===== config.mk =====
export PLATFORM = sky130hd
export DESIGN_NAME = mem_arbiter_flat
export DESIGN_NICKNAME = d
export VERILOG_FILES = /design/src/mem_ctrl_pkg.sv /design/src/mem_msg_pkg.sv /design/src/mem_resp_if.sv /design/src/mem_req_if.sv /design/src/mem_arbiter.sv /design/src/flat_wrapper.sv
export VERILOG_INCLUDE_DIRS = /design/src
export SDC_FILE = /design/constraint.sdc
export NUM_CORES = 1
export LEC_CHECK = 0
export BUFFER_PORTS_ARGS = -buffer_cell sky130_fd_sc_hd__buf_2
export CORE_AREA = 2 2 115 117
export DETAILED_ROUTE_END_ITERATION = 10
export DIE_AREA = 0 0 117 119
export PLACE_DENSITY_LB_ADDON = 0.15
export SLEW_MARGIN = 20
export SYNTH_ARGS = -nofsm -noshare
export SYNTH_HDL_FRONTEND = slang
export SYNTH_SLANG_ARGS = --single-unit

===== constraint.sdc =====
create_clock -name clk -period 7.1 [get_ports clk]
set_clock_uncertainty 0.2 [all_clocks]
set_input_delay 1.42 -clock clk [delete_from_list [all_inputs] [get_ports clk]]
set_output_delay 1.42 -clock clk [all_outputs]
set_load 0.02 [all_outputs]

===== src/mem_cfg.svh =====
//----------------------------------------------------------
// Memory subsystem configuration
// Widths, memory depth and memory response latency
//----------------------------------------------------------
`ifndef MEM_CFG_SVH
`define MEM_CFG_SVH

// message field widths
`define MEM_ADDR_NBITS   8     // top bit selects the secure region
`define MEM_DATA_NBITS   32
`define MEM_OPAQUE_NBITS 8

// memory array
`define MEM_DEPTH        256   // one word per address
`define MEM_LATENCY      2     // cycles from acceptance to response valid

`endif

===== src/mem_ctrl_pkg.sv =====
//----------------------------------------------------------
// Memory subsystem control types
//----------------------------------------------------------
package mem_ctrl_pkg;

	typedef logic [0:0] domain_t;    // 1 is secure, 0 is non-secure

	// the digit in each arbiter state names the port being served
	typedef enum logic [2:0] {
		ARB_IDLE, ARB_REQ0, ARB_REQ1, ARB_WAIT0, ARB_WAIT1, ARB_RESP0, ARB_RESP1
	} arb_state_t;

endpackage


===== src/mem_msg_pkg.sv =====
//----------------------------------------------------------
// Memory message field types
// Shared by the request and response channels
//----------------------------------------------------------
`include "mem_cfg.svh"

package mem_msg_pkg;

	typedef logic [`MEM_ADDR_NBITS-1:0]   addr_t;
	typedef logic [`MEM_DATA_NBITS-1:0]   data_t;
	typedef logic [`MEM_OPAQUE_NBITS-1:0] opaque_t;    // returned untouched with the response

	// transaction type carried by both channels
	typedef enum logic {
		MEM_READ  = 1'b0,
		MEM_WRITE = 1'b1
	} mem_type_t;

endpackage


===== src/mem_resp_if.sv =====
`timescale 1ns/1ps
//----------------------------------------------------------
// Memory response channel with a valid/ready handshake
//----------------------------------------------------------
interface mem_resp_if;
	import mem_msg_pkg::*;
	import mem_ctrl_pkg::*;

	logic      val;
	logic      rdy;
	mem_type_t mem_type;
	opaque_t   opaque;
	data_t     data;
	logic      insecure;    // set when the access was blocked
	domain_t   domain;

	modport sender (
		output val, mem_type, opaque, data, insecure, domain,
		input  rdy
	);

	modport receiver (
		input  val, mem_type, opaque, data, insecure, domain,
		output rdy
	);
endinterface


===== src/mem_req_if.sv =====
`timescale 1ns/1ps
//----------------------------------------------------------
// Memory request channel with a valid/ready handshake
//----------------------------------------------------------
interface mem_req_if;
	import mem_msg_pkg::*;
	import mem_ctrl_pkg::*;

	logic      val;
	logic      rdy;
	mem_type_t mem_type;
	opaque_t   opaque;
	addr_t     addr;
	data_t     data;
	domain_t   domain;    // domain of the issuing core

	modport sender (
		output val, mem_type, opaque, addr, data, domain,
		input  rdy
	);

	modport receiver (
		input  val, mem_type, opaque, addr, data, domain,
		output rdy
	);
endinterface


===== src/mem_arbiter.sv =====
`timescale 1ns/1ps
//----------------------------------------------------------
// Two-port to one-port memory transaction arbiter
// Fixed priority to port 0, one transaction in flight
//----------------------------------------------------------
module mem_arbiter (
	input  logic         clk,
	input  logic         reset,
	mem_req_if.receiver  req0,
	mem_req_if.receiver  req1,
	mem_resp_if.sender   resp0,
	mem_resp_if.sender   resp1,
	mem_req_if.sender    mem_req,
	mem_resp_if.receiver mem_resp
);
	import mem_msg_pkg::*;
	import mem_ctrl_pkg::*;

	arb_state_t state;
	arb_state_t state_next;

	mem_type_t  req_type_q;
	opaque_t    req_opaque_q;
	addr_t      req_addr_q;
	data_t      req_data_q;
	domain_t    req_domain_q;

	mem_type_t  resp_type_q;
	opaque_t    resp_opaque_q;
	data_t      resp_data_q;
	logic       resp_insecure_q;
	domain_t    resp_domain_q;

	logic       req_en;
	logic       resp_en;

	//----------------------------------------------------------
	// state machine
	//----------------------------------------------------------
	always_ff @(posedge clk) begin
		if (reset)
			state <= ARB_IDLE;
		else
			state <= state_next;
	end

	always_comb begin
		state_next = state;
		case (state)
			ARB_IDLE: begin
				if (req0.val)
					state_next = ARB_REQ0;    // port 0 wins a tie
				else if (req1.val)
					state_next = ARB_REQ1;
			end
			ARB_REQ0:  if (mem_req.rdy) state_next = ARB_WAIT0;
			ARB_REQ1:  if (mem_req.rdy) state_next = ARB_WAIT1;
			ARB_WAIT0: if (mem_resp.val) state_next = ARB_RESP0;
			ARB_WAIT1: if (mem_resp.val) state_next = ARB_RESP1;
			ARB_RESP0: if (resp0.rdy) state_next = ARB_IDLE;
			ARB_RESP1: if (resp1.rdy) state_next = ARB_IDLE;
			default:   state_next = ARB_IDLE;
		endcase
	end

	//----------------------------------------------------------
	// request side
	//----------------------------------------------------------
	assign req0.rdy = (state == ARB_IDLE) && req0.val;
	assign req1.rdy = (state == ARB_IDLE) && !req0.val && req1.val;
	assign req_en   = req0.rdy || req1.rdy;

	always_ff @(posedge clk) begin
		if (req_en) begin
			if (req0.rdy) begin
				req_type_q   <= req0.mem_type;
				req_opaque_q <= req0.opaque;
				req_addr_q   <= req0.addr;
				req_data_q   <= req0.data;
				req_domain_q <= req0.domain;
			end else begin
				req_type_q   <= req1.mem_type;
				req_opaque_q <= req1.opaque;
				req_addr_q   <= req1.addr;
				req_data_q   <= req1.data;
				req_domain_q <= req1.domain;
			end
		end
	end

	assign mem_req.val      = (state == ARB_REQ0) || (state == ARB_REQ1);
	assign mem_req.mem_type = req_type_q;
	assign mem_req.opaque   = req_opaque_q;
	assign mem_req.addr     = req_addr_q;
	assign mem_req.data     = req_data_q;
	assign mem_req.domain   = req_domain_q;

	//----------------------------------------------------------
	// response side
	//----------------------------------------------------------
	assign mem_resp.rdy = (state == ARB_WAIT0) || (state == ARB_WAIT1);
	assign resp_en      = mem_resp.rdy && mem_resp.val;

	always_ff @(posedge clk) begin
		if (resp_en) begin
			resp_type_q     <= mem_resp.mem_type;
			resp_opaque_q   <= mem_resp.opaque;
			resp_data_q     <= mem_resp.data;
			resp_insecure_q <= mem_resp.insecure;
			resp_domain_q   <= mem_resp.domain;
		end
	end

	// the state remembers which port issued the request
	assign resp0.val      = (state == ARB_RESP0);
	assign resp0.mem_type = resp_type_q;
	assign resp0.opaque   = resp_opaque_q;
	assign resp0.data     = resp_data_q;
	assign resp0.insecure = resp_insecure_q;
	assign resp0.domain   = resp_domain_q;

	assign resp1.val      = (state == ARB_RESP1);
	assign resp1.mem_type = resp_type_q;
	assign resp1.opaque   = resp_opaque_q;
	assign resp1.data     = resp_data_q;
	assign resp1.insecure = resp_insecure_q;
	assign resp1.domain   = resp_domain_q;

endmodule


===== src/flat_wrapper.sv =====
// flat-port wrapper written by rule: the top's interface ports become plain ports
module mem_arbiter_flat import mem_msg_pkg::*; import mem_ctrl_pkg::*;
  (clk, reset, req0_val, req0_mem_type, req0_opaque, req0_addr, req0_data, req0_domain, req0_rdy, req1_val, req1_mem_type, req1_opaque, req1_addr, req1_data, req1_domain, req1_rdy, resp0_val, resp0_mem_type, resp0_opaque, resp0_data, resp0_insecure, resp0_domain, resp0_rdy, resp1_val, resp1_mem_type, resp1_opaque, resp1_data, resp1_insecure, resp1_domain, resp1_rdy, mem_req_val, mem_req_mem_type, mem_req_opaque, mem_req_addr, mem_req_data, mem_req_domain, mem_req_rdy, mem_resp_val, mem_resp_mem_type, mem_resp_opaque, mem_resp_data, mem_resp_insecure, mem_resp_domain, mem_resp_rdy);
  mem_req_if req0_i ();
  mem_req_if req1_i ();
  mem_resp_if resp0_i ();
  mem_resp_if resp1_i ();
  mem_req_if mem_req_i ();
  mem_resp_if mem_resp_i ();
  input  logic clk;
  input  logic reset;
  input wire logic [$bits(req0_i.val)-1:0] req0_val;
  input wire logic [$bits(req0_i.mem_type)-1:0] req0_mem_type;
  input wire logic [$bits(req0_i.opaque)-1:0] req0_opaque;
  input wire logic [$bits(req0_i.addr)-1:0] req0_addr;
  input wire logic [$bits(req0_i.data)-1:0] req0_data;
  input wire logic [$bits(req0_i.domain)-1:0] req0_domain;
  output wire logic [$bits(req0_i.rdy)-1:0] req0_rdy;
  input wire logic [$bits(req1_i.val)-1:0] req1_val;
  input wire logic [$bits(req1_i.mem_type)-1:0] req1_mem_type;
  input wire logic [$bits(req1_i.opaque)-1:0] req1_opaque;
  input wire logic [$bits(req1_i.addr)-1:0] req1_addr;
  input wire logic [$bits(req1_i.data)-1:0] req1_data;
  input wire logic [$bits(req1_i.domain)-1:0] req1_domain;
  output wire logic [$bits(req1_i.rdy)-1:0] req1_rdy;
  output wire logic [$bits(resp0_i.val)-1:0] resp0_val;
  output wire logic [$bits(resp0_i.mem_type)-1:0] resp0_mem_type;
  output wire logic [$bits(resp0_i.opaque)-1:0] resp0_opaque;
  output wire logic [$bits(resp0_i.data)-1:0] resp0_data;
  output wire logic [$bits(resp0_i.insecure)-1:0] resp0_insecure;
  output wire logic [$bits(resp0_i.domain)-1:0] resp0_domain;
  input wire logic [$bits(resp0_i.rdy)-1:0] resp0_rdy;
  output wire logic [$bits(resp1_i.val)-1:0] resp1_val;
  output wire logic [$bits(resp1_i.mem_type)-1:0] resp1_mem_type;
  output wire logic [$bits(resp1_i.opaque)-1:0] resp1_opaque;
  output wire logic [$bits(resp1_i.data)-1:0] resp1_data;
  output wire logic [$bits(resp1_i.insecure)-1:0] resp1_insecure;
  output wire logic [$bits(resp1_i.domain)-1:0] resp1_domain;
  input wire logic [$bits(resp1_i.rdy)-1:0] resp1_rdy;
  output wire logic [$bits(mem_req_i.val)-1:0] mem_req_val;
  output wire logic [$bits(mem_req_i.mem_type)-1:0] mem_req_mem_type;
  output wire logic [$bits(mem_req_i.opaque)-1:0] mem_req_opaque;
  output wire logic [$bits(mem_req_i.addr)-1:0] mem_req_addr;
  output wire logic [$bits(mem_req_i.data)-1:0] mem_req_data;
  output wire logic [$bits(mem_req_i.domain)-1:0] mem_req_domain;
  input wire logic [$bits(mem_req_i.rdy)-1:0] mem_req_rdy;
  input wire logic [$bits(mem_resp_i.val)-1:0] mem_resp_val;
  input wire logic [$bits(mem_resp_i.mem_type)-1:0] mem_resp_mem_type;
  input wire logic [$bits(mem_resp_i.opaque)-1:0] mem_resp_opaque;
  input wire logic [$bits(mem_resp_i.data)-1:0] mem_resp_data;
  input wire logic [$bits(mem_resp_i.insecure)-1:0] mem_resp_insecure;
  input wire logic [$bits(mem_resp_i.domain)-1:0] mem_resp_domain;
  output wire logic [$bits(mem_resp_i.rdy)-1:0] mem_resp_rdy;
  assign req0_i.val = req0_val;
  assign req0_i.mem_type = req0_mem_type;
  assign req0_i.opaque = req0_opaque;
  assign req0_i.addr = req0_addr;
  assign req0_i.data = req0_data;
  assign req0_i.domain = req0_domain;
  assign req0_rdy = req0_i.rdy;
  assign req1_i.val = req1_val;
  assign req1_i.mem_type = req1_mem_type;
  assign req1_i.opaque = req1_opaque;
  assign req1_i.addr = req1_addr;
  assign req1_i.data = req1_data;
  assign req1_i.domain = req1_domain;
  assign req1_rdy = req1_i.rdy;
  assign resp0_val = resp0_i.val;
  assign resp0_mem_type = resp0_i.mem_type;
  assign resp0_opaque = resp0_i.opaque;
  assign resp0_data = resp0_i.data;
  assign resp0_insecure = resp0_i.insecure;
  assign resp0_domain = resp0_i.domain;
  assign resp0_i.rdy = resp0_rdy;
  assign resp1_val = resp1_i.val;
  assign resp1_mem_type = resp1_i.mem_type;
  assign resp1_opaque = resp1_i.opaque;
  assign resp1_data = resp1_i.data;
  assign resp1_insecure = resp1_i.insecure;
  assign resp1_domain = resp1_i.domain;
  assign resp1_i.rdy = resp1_rdy;
  assign mem_req_val = mem_req_i.val;
  assign mem_req_mem_type = mem_req_i.mem_type;
  assign mem_req_opaque = mem_req_i.opaque;
  assign mem_req_addr = mem_req_i.addr;
  assign mem_req_data = mem_req_i.data;
  assign mem_req_domain = mem_req_i.domain;
  assign mem_req_i.rdy = mem_req_rdy;
  assign mem_resp_i.val = mem_resp_val;
  assign mem_resp_i.mem_type = mem_resp_mem_type;
  assign mem_resp_i.opaque = mem_resp_opaque;
  assign mem_resp_i.data = mem_resp_data;
  assign mem_resp_i.insecure = mem_resp_insecure;
  assign mem_resp_i.domain = mem_resp_domain;
  assign mem_resp_rdy = mem_resp_i.rdy;
  mem_arbiter u_core (.clk(clk), .reset(reset), .req0(req0_i), .req1(req1_i), .resp0(resp0_i), .resp1(resp1_i), .mem_req(mem_req_i), .mem_resp(mem_resp_i));
endmodule

==> metrics.md, run 1 <==
| Metric | Value |
|---|---|
| Worst path cell trace | `buf_2, nor2b_1, and2_1, buf_2` |
| Syn Nets | `385` |
| CORE AREA | `12870 um^2` |
| Crit. Startpoint | `req0_val` |
| Reg clk slew, reported paths | `60 ps` |
| Initial drt markers | `93` |
| Port Buffers | `292` |
| Worst-margin pin slew | `998.3 ps` |
| Via count | `2814` |
| Total setup buffers inserted after CTS | `0` |
| Status | `complete, no violations` |
| Most common cell after layout, fill and taps aside | `buf_2` |
| Netlist cell types | `28` |
| CP max-delay cell | `buf_2` |
| Total Negative Setup Slacks | `0 ps` |
| Die ar. | `13920 um^2` |
| Share of layout cells above drive strength 1 | `74.39%` |
| CTS resizes | `0` |
| Seq pwr share | `47.1%` |
| DIE HEIGHT | `119 um` |
| Slew headroom | `33.45%` |
| Mapped Area | `4049 um^2` |
| Peak VDD IR | `0.0001164 V` |
| Worst hold stages | `2` |
| Comb pwr share | `22.6%` |
| Clock network fraction of total power | `30.3%` |
| Int Pwr | `1.130 mW` |
| FF+latch count, synth | `96` |
| Final #Nets | `638` |
| Critical path capture point type | `primary output` |
| Final Max Slew Viols | `0` |
| FMAX | `280.1 MHz` |
| HPWL Detailed | `7.548 mm` |
| Reg-to-reg endpoint | `u_core.resp0.data[24]$_DFFE_PP_` |
| Yosys Warn Count | `0` |
| Via/cell ratio | `4.213` |
| Switch Pwr | `0.4471 mW` |
| Final WL | `9.844 mm` |
| Final setup fails | `0` |
| Worst Setup Start Kind | `primary input` |
| Grt ovf | `0` |
| Area grow syn2layout | `39.15%` |
| Antenna violation net count after detailed routing | `0` |
| Final GP Congestion | `0.7983` |
| Mapped Avg Cell Area | `17.30 um^2` |
| Sequential area share after synthesis | `70.46%` |
| 1st-pass router iterations | `4` |
| CP Max Fanout | `4` |
| TritonCTS clock tree | `done` |
| First-pass GRT wire length | `14.11 mm` |
| Commonest cells after routing, fill and taps aside | `buf_2 (292), edfxtp_1 (93), mux2_2 (50)` |
| Hold Path Origin | `u_core.state[1]$_SDFFE_PP0P_` |
| Wirelength per Cell | `14.74 um` |
| Hold WC Path Type | `reg2reg` |
| Leakage | `2.485 nW` |
| Largest net degree at the start of global routing | `51` |
| Worst Path Buf+Inv | `2` |
| Worst skew pair latency | `340 ps` |
| Number of diodes | `0` |
| Final hold violation count | `0` |
| Total GRT Usage | `13.67%` |
| # IOs | `293` |
| Clock tree buffer depth | `2` |
| Cts bufs inserted | `9` |
| WS Path Type | `in2out` |
| Fin crit share | `50.29%` |
| DRC violations left | `0` |
| Critical R2R Launch | `u_core.state[0]$_SDFFE_PP0P_` |
| Clock Sinks | `96` |
| Initial antenna violation count | `0` |
| Switching part of the total | `28.35%` |
| Vias in the first global route | `2813` |
| Min Tclk post-route | `3571 ps` |
| Largest stage delay on the critical path | `160 ps` |
| Req. time, crit path | `5480 ps` |
| Post-placement cell count | `652` |
| PwrDens | `279.9 nW/um^2` |
| Setup slack, reg-to-reg | `4700 ps` |
| Crit-path most repeated cell | `buf_2` |
| DIE WIDTH | `117 um` |
| Cell family with most CP delay | `buffers and inverters` |
| CTS root buffer | `clkbuf_16` |
| Reg2reg path depth | `3` |
| RSZ-0062 raised after global routing | `false` |
| CTS Hold Bufs | `0` |
| Hold path endpoint | `u_core.state[1]$_SDFFE_PP0P_` |
| Post-Syn Instances | `234` |
| H-tree depth | `3` |
| Initial Util | `31.45%` |
| Core Rows | `42` |
| Arr. time, crit path | `1950 ps` |
| Max-Cap Viols | `0` |
| Non-filler instance count after layout | `668` |
## sequential cells by signal (all words and copies together), names as in the netlist
register                 count
u_core.mem_req.addr          8
u_core.resp0.domain          1
u_core.resp0.data           32
u_core.resp0.opaque          8
u_core.mem_req.opaque        8
u_core.state                 3
u_core.mem_req.mem_type      1
u_core.resp0.mem_type        1
u_core.resp0.insecure        1
u_core.mem_req.domain        1
u_core.mem_req.data         32
## worst max path at each step
stage	to	slack, ps	depth (start not counted)
floorplan	req0_rdy	3650	3
global placement	req1_rdy	3520	4
detailed placement	req1_rdy	3530	4
CTS	req1_rdy	3530	4
global route	req1_rdy	3460	4
finish	req1_rdy	3530	4
## metal layers
metal | part of all wire, % | vias to the layer above | GRT usage [%]
met1 | 35 | 1304 | 14.32
met4 | 1.7 | 0 | 5.515
li1 | - | 1331 | -
met2 | 52 | 166 | 23.77
met3 | 12 | 13 | 5.852
met5 | 0 | - | 0
## cells by family (layout without fill, tap and decap cells)
kind of cell	Yosys count	in the layout	synth area share, %
AO/OA/AOI/OAI	10	10	1.545
AND/OR/NAND/NOR	20	20	2.720
buffers and inverters	54	312	10.26
XOR/XNOR	1	1	0.2164
multiplexers	53	53	14.80
flip-flops	96	96	70.46
## area by class of cell
| class | instances | area, um^2 |
|---|---|---|
| Clock buffer | 9 | 225.2 |
| Clock inverter | 7 | 67.56 |
| Multi-Input combinational cell | 84 | 784.5 |
| Timing Repair Buffer | 294 | 1476 |
| Sequential cell | 96 | 2853 |
| Inverter | 2 | 7.507 |
| Fill cell | 1235 | 7241 |
| Tap cell | 176 | 220.2 |
## stage by stage
step	worst slack [ps]	utilization, %	area, um^2	power [mW]	hold slack (ps)
4_1_cts	3528	43.76	5634	1.605	463.7
3_3_place_gp	3524	41.49	5341	1.116	458.6
3_5_place_dp	3535	41.49	5341	1.120	446.0
6_report	3529	43.76	5634	1.577	469.0
2_1_floorplan	3647	-	4049	1.001	402.0
5_1_grt	3460	43.76	5634	1.658	506.8
## synthesized netlist by cell type, drive strengths merged
| library cell | instances | area share [%] |
|---|---|---|
| nand2 | 3 | 0.28 |
| o21ai | 4 | 0.49 |
| nor3 | 2 | 0.37 |
| mux2 | 52 | 15 |
| nand2b | 2 | 0.31 |
| a21oi | 2 | 0.25 |
| nand3 | 2 | 0.25 |
| dfxtp | 3 | 1.5 |
| o32a | 1 | 0.25 |
| mux2i | 1 | 0.25 |
| o21a | 1 | 0.19 |
| nor2b | 1 | 0.15 |
| and3 | 2 | 0.31 |
| o22ai | 1 | 0.15 |
| xnor2 | 1 | 0.22 |
| or2 | 1 | 0.15 |
| edfxtp | 93 | 69 |
| inv | 2 | 0.19 |
| nor2 | 3 | 0.28 |
| buf | 52 | 10 |
| o31a | 1 | 0.22 |
| or3 | 1 | 0.15 |
| and2 | 3 | 0.46 |
## power by group through the flow
stage | combinational, mW | sequential [mW] | clock, mW
finish | 0.356 | 0.743 | 0.478
global route | 0.387 | 0.751 | 0.520
CTS | 0.364 | 0.744 | 0.497
detailed placement | 0.363 | 0.756 | 0
global placement | 0.362 | 0.755 | 0
floorplan | 0.163 | 0.838 | 0
## tightest hold or removal path, stage by stage (launching register included)
cell and delay (ps):
dfxtp_1 430, o21ai_0 130, a21oi_1 70
Note: power is estimated with default switching activity, not from simulation.
==> run 2: changes to the inputs <==
--- a/config.mk
+++ b/config.mk
@@ -7,9 +7,9 @@
 export NUM_CORES = 1
 export LEC_CHECK = 0
 export BUFFER_PORTS_ARGS = -buffer_cell sky130_fd_sc_hd__buf_2
-export CORE_AREA = 2 2 115 117
+export CORE_AREA = 2 2 114 116
 export DETAILED_ROUTE_END_ITERATION = 10
-export DIE_AREA = 0 0 117 119
+export DIE_AREA = 0 0 116 118
 export PLACE_DENSITY_LB_ADDON = 0.15
 export SLEW_MARGIN = 20
 export SYNTH_ARGS = -nofsm -noshare
==> constraint.sdc (replaced) <==
create_clock -name clk -period 3.25 [get_ports clk]
set_clock_uncertainty 0.2 [all_clocks]
set_input_delay 0.65 -clock clk [delete_from_list [all_inputs] [get_ports clk]]
set_output_delay 0.65 -clock clk [all_outputs]
set_load 0.02 [all_outputs]
==> metrics.md, run 2 (same netlist as run 1, synthesis figures left out) <==
| Metric | Value |
|---|---|
| Total Negative Setup Slacks | `0 ps` |
| Final #Nets | `641` |
| Critical R2R Launch | `u_core.state[2]$_SDFFE_PP0P_` |
| DRC violations left | `0` |
| CTS resizes | `0` |
| Final WL | `10.47 mm` |
| Final Worst Setup Slack | `785.5 ps` |
| Hold Path Origin | `mem_resp_data[25]` |
| Met3 WL | `1.449 mm` |
| Via/cell ratio | `4.286` |
| Reg clk slew, reported paths | `70 ps` |
| Wirelength per Cell | `15.70 um` |
| Hold Slack | `277.5 ps` |
| Final GP Congestion | `0.7898` |
| Pre-CTS setup slack | `993.7 ps` |
| CORE AREA | `12410 um^2` |
| CTS root buffer | `clkbuf_16` |
| Cts bufs inserted | `9` |
| Final Max Slew Viols | `0` |
| Worst hold stages | `1` |
| Leakage | `2.503 nW` |
| Via count | `2859` |
| Final setup fails | `0` |
| CTS Hold Bufs | `0` |
| M1 WL | `3.525 mm` |
| Setup slack, reg-to-reg | `1090 ps` |
| Worst Setup Start Kind | `flop` |
| Initial drt markers | `114` |
| Die ar. | `13690 um^2` |
| WL met2 | `5.297 mm` |
| CP Max Fanout | `13` |
| Slew headroom | `64.14%` |
| Grt ovf | `0` |
| Share of layout cells above drive strength 1 | `73.94%` |
| Placed cell areas | `5371 um^2` |
| TritonCTS clock tree | `done` |
| Min Tclk post-route | `2464 ps` |
| Final Cell Area | `5684 um^2` |
| Total setup buffers inserted after CTS | `0` |
| Largest net degree at the start of global routing | `47` |
| Initial Util | `32.61%` |
| Worst-margin pin slew | `537.9 ps` |
| Reg-to-reg endpoint | `u_core.mem_req.data[16]$_DFFE_PP_` |
| Vias in the first global route | `2878` |
| H-tree depth | `3` |
| Hold WC Path Type | `in2reg` |
| FMAX | `405.8 MHz` |
| Peak VDD IR | `0.0002629 V` |
| Reg2reg path depth | `4` |
| DIE HEIGHT | `118 um` |
| Total GRT Usage | `14.76%` |
| Port Buffers | `292` |
| Final hold violation count | `0` |
| Req. time, crit path | `2400 ps` |
| Area grow syn2layout | `40.39%` |
| Critical path capture point type | `primary output` |
| DIE WIDTH | `116 um` |
| Clock tree buffer depth | `2` |
| First-pass GRT wire length | `14.90 mm` |
| Largest stage delay on the critical path | `420 ps` |
| Status | `complete, no violations` |
| RSZ-0062 raised after global routing | `false` |
| Antenna violation net count after detailed routing | `0` |
| Max-Cap Viols | `0` |
| Core Rows | `41` |
| HPWL Detailed | `8.252 mm` |
| WS Path Type | `reg2out` |
| Number of diodes | `0` |
| Fin crit share | `75.83%` |
| Most common cell after layout, fill and taps aside | `buf_2` |
| CP max-delay cell | `dfxtp_1` |
| Hold path endpoint | `u_core.resp0.data[25]$_DFFE_PP_` |
| Highest Signal Layer | `met4` |
| Clock Sinks | `96` |
| 1st-pass router iterations | `4` |
| Commonest cells after routing, fill and taps aside | `buf_2 (292), edfxtp_1 (93), mux2_2 (50)` |
| Arr. time, crit path | `1610 ps` |
| # IOs | `293` |
| Worst skew pair latency | `340 ps` |
| PwrDens | `622.6 nW/um^2` |
| Worst path cell trace | `nor3_2, and2_2, buf_2` |
| Initial antenna violation count | `0` |
## run 2: cell count changes in the layout (fill, tap and decap cells not counted), sizes merged
| cell | change |
|---|---|
| buf | +3 |
| inv | -2 |
| bufinv | +1 |
| clkbuf | +1 |
| clkinv | -1 |
| clkinvlp | +1 |
## run 2: cell type report
class | instances | area, um^2
fillers | 1186 | 6730
flip-flops and latches | 96 | 2853
repair buffers | 297 | 1511
multi-input cells | 84 | 784.5
clock buffers | 10 | 229.0
well taps | 172 | 215.2
clock inverters | 6 | 83.83
inverters | 2 | 7.507
## run 2: power by group
part	internal, mW	switching (mW)	total (mW)
registers	1.57	0.0592	1.63
clock network	0.670	0.443	1.11
logic	0.320	0.480	0.800
## run 2: through the flow
| step | util [%] | std cells | power (mW) |
|---|---|---|---|
| 2_1_floorplan | - | 234 | 2.187 |
| 6_report | 45.79 | 667 | 3.539 |
| 3_3_place_gp | 43.27 | 651 | 2.458 |
| 3_5_place_dp | 43.27 | 651 | 2.469 |
| 4_1_cts | 45.79 | 667 | 3.590 |
| 5_1_grt | 45.79 | 667 | 3.697 |
## run 2: worst max-delay path: cells and delay by family (launching register included)
family,cells,cell delay [ps]
simple gates,2,610
flops,1,420
buf+inv,1,240
## run 2: per-layer routing
metal | vias to the layer above | track usage, %
met4 | 0 | 6.771
met2 | 174 | 25.33
li1 | 1338 | -
met5 | - | 0
met1 | 1333 | 15.00
met3 | 14 | 6.952
## run 2: how the worst max path moves through the flow
stage,from,cells after the start,to,slack [ps]
after floorplan,u_core.state[0]$_SDFFE_PP0P_,4,u_core.resp0.data[0]$_DFFE_PP_,370
after global placement,req0_val,4,u_core.mem_req.data[0]$_DFFE_PP_,1020
after detailed placement,req0_val,4,u_core.mem_req.data[16]$_DFFE_PP_,990
after CTS,u_core.state[2]$_SDFFE_PP0P_,3,req0_rdy,730
after global routing,u_core.state[2]$_SDFFE_PP0P_,3,req0_rdy,690
final,u_core.state[2]$_SDFFE_PP0P_,3,req0_rdy,790
==> run 3: changes to the inputs <==
--- a/config.mk
+++ b/config.mk
@@ -7,9 +7,9 @@
 export NUM_CORES = 1
 export LEC_CHECK = 0
 export BUFFER_PORTS_ARGS = -buffer_cell sky130_fd_sc_hd__buf_2
-export CORE_AREA = 2 2 114 116
+export CORE_AREA = 2 2 112 114
 export DETAILED_ROUTE_END_ITERATION = 10
-export DIE_AREA = 0 0 116 118
+export DIE_AREA = 0 0 114 116
 export PLACE_DENSITY_LB_ADDON = 0.15
 export SLEW_MARGIN = 20
 export SYNTH_ARGS = -nofsm -noshare
==> constraint.sdc (replaced) <==
create_clock -name clk -period 2.3 [get_ports clk]
set_clock_uncertainty 0.2 [all_clocks]
set_input_delay 0.46 -clock clk [delete_from_list [all_inputs] [get_ports clk]]
set_output_delay 0.46 -clock clk [all_outputs]
set_load 0.02 [all_outputs]
==> metrics.md, run 3 (same netlist as run 1, synthesis figures left out) <==
| Metric | Value |
|---|---|
| Largest net degree at the start of global routing | `44` |
| Wirelength per Cell | `17.02 um` |
| TritonCTS clock tree | `done` |
| DRC violations left | `0` |
| Req. time, crit path | `1640 ps` |
| Arr. time, crit path | `1580 ps` |
| Worst-margin pin slew | `234.7 ps` |
| Die ar. | `13220 um^2` |
| Cell family with most CP delay | `simple AND/OR/NAND/NOR gates` |
| First-pass GRT wire length | `15.06 mm` |
| Share of layout cells above drive strength 1 | `74.30%` |
| Final setup fails | `0` |
| RSZ-0062 raised after global routing | `false` |
| Largest stage delay on the critical path | `390 ps` |
| Met3 WL | `1.266 mm` |
| # IOs | `293` |
| Highest Signal Layer | `met4` |
| Commonest cells after routing, fill and taps aside | `buf_2 (292), edfxtp_1 (93), mux2_2 (50)` |
| Area grow syn2layout | `39.99%` |
| Most common cell after layout, fill and taps aside | `buf_2` |
| Status | `complete, no violations` |
| Core Rows | `40` |
| Leakage | `2.510 nW` |
| Hold WC Path Type | `in2reg` |
| Final GP Congestion | `0.7928` |
| WS Path Type | `reg2out` |
| Worst path cell trace | `nor3_2, and2_4, buf_12, buf_2` |
| Total setup buffers inserted after CTS | `0` |
| Via/cell ratio | `4.468` |
| Number of diodes | `0` |
| PwrDens | `850.5 nW/um^2` |
| Grt ovf | `0` |
| H-tree depth | `3` |
| Worst Setup Start Kind | `flop` |
| WL met2 | `5.544 mm` |
| HPWL Detailed | `8.623 mm` |
| Clock Sinks | `96` |
| Worst Path Buf+Inv | `2` |
| Initial antenna violation count | `0` |
| Antenna violation net count after detailed routing | `0` |
| Clock tree buffer depth | `2` |
| Critical path capture point type | `primary output` |
| Slew headroom | `84.35%` |
| Final Max Slew Viols | `0` |
| Cts bufs inserted | `9` |
| CORE AREA | `11910 um^2` |
| Vias in the first global route | `2863` |
| Initial drt markers | `153` |
| Initial Util | `33.99%` |
| 1st-pass router iterations | `4` |
| Final Worst Setup Slack | `58.86 ps` |
| FMAX | `446.2 MHz` |
| Total Negative Setup Slacks | `0 ps` |
| Fin crit share | `97.44%` |
| Worst skew pair latency | `350 ps` |
| DIE HEIGHT | `116 um` |
| CTS root buffer | `clkbuf_16` |
| Final WL | `10.98 mm` |
| Pre-CTS setup slack | `270.6 ps` |
| Reg clk slew, reported paths | `60 ps` |
| CP Max Fanout | `15` |
| Total GRT Usage | `15.70%` |
| Total chip power | `4.821 mW` |
| Max-Cap Viols | `0` |
| M1 WL | `3.921 mm` |
| Min Tclk post-route | `2241 ps` |
| CP max-delay cell | `dfxtp_2` |
| Via count | `2882` |
| Final #Nets | `644` |
| Peak VDD IR | `0.0003634 V` |
| Hold Slack | `85.09 ps` |
| DIE WIDTH | `114 um` |
| Port Buffers | `292` |
| Final hold violation count | `0` |
[run 3: path summary, 6_finish.rpt]
| kind | from | to | slack [ps] | cells past startpoint |
|---|---|---|---|---|
| max | u_core.state[1]$_SDFFE_PP0P_ | req0_rdy | 60 | 4 |
| min reg2reg | u_core.state[1]$_SDFFE_PP0P_ | u_core.state[1]$_SDFFE_PP0P_ | 390 | 2 |
| min | mem_resp_data[31] | u_core.resp0.data[31]$_DFFE_PP_ | 90 | 1 |
| max reg2reg | u_core.state[1]$_SDFFE_PP0P_ | u_core.mem_req.data[16]$_DFFE_PP_ | 410 | 4 |
[run 3: per-stage QoR]
stage / cells / instance area (um^2) / utilization (%)
after floorplan: 234 / 4053 / -
after global placement: 628 / 5381 / 45.18
after detailed placement: 628 / 5381 / 45.18
after CTS: 644 / 5643 / 47.37
after global routing: 645 / 5668 / 47.58
final: 645 / 5668 / 47.58
[run 3: timing repair]
item | CTS | global route
setup endpoints to repair | 1 | 1
cloned | 0 | 1
hold buffers | 0 | 0
gates resized for setup | 3 | 0
pin swaps | 0 | 0
[run 3: cell type report]
type | count | area [um^2]
Clock buffer | 12 | 236.5
Fill cell | 1090 | 6243
Tap cell | 147 | 183.9
Multi-Input combinational cell | 84 | 787.0
Sequential cell | 96 | 2855
Clock inverter | 4 | 21.27
Inverter | 2 | 7.507
Timing Repair Buffer | 300 | 1577
[run 3: metal layers]
metal	up-vias	track usage, %
met5	-	0
met4	0	8.374
met1	1343	16.52
li1	1345	-
met3	14	7.218
met2	180	26.43
[run 3: power by group]
part / leakage (nW) / internal, mW / switching (mW)
combinational: 1.49 / 0.488 / 0.695
clock: 0.124 / 0.727 / 0.618
sequential: 0.896 / 2.21 / 0.0780
total: 2.51 / 3.43 / 1.39
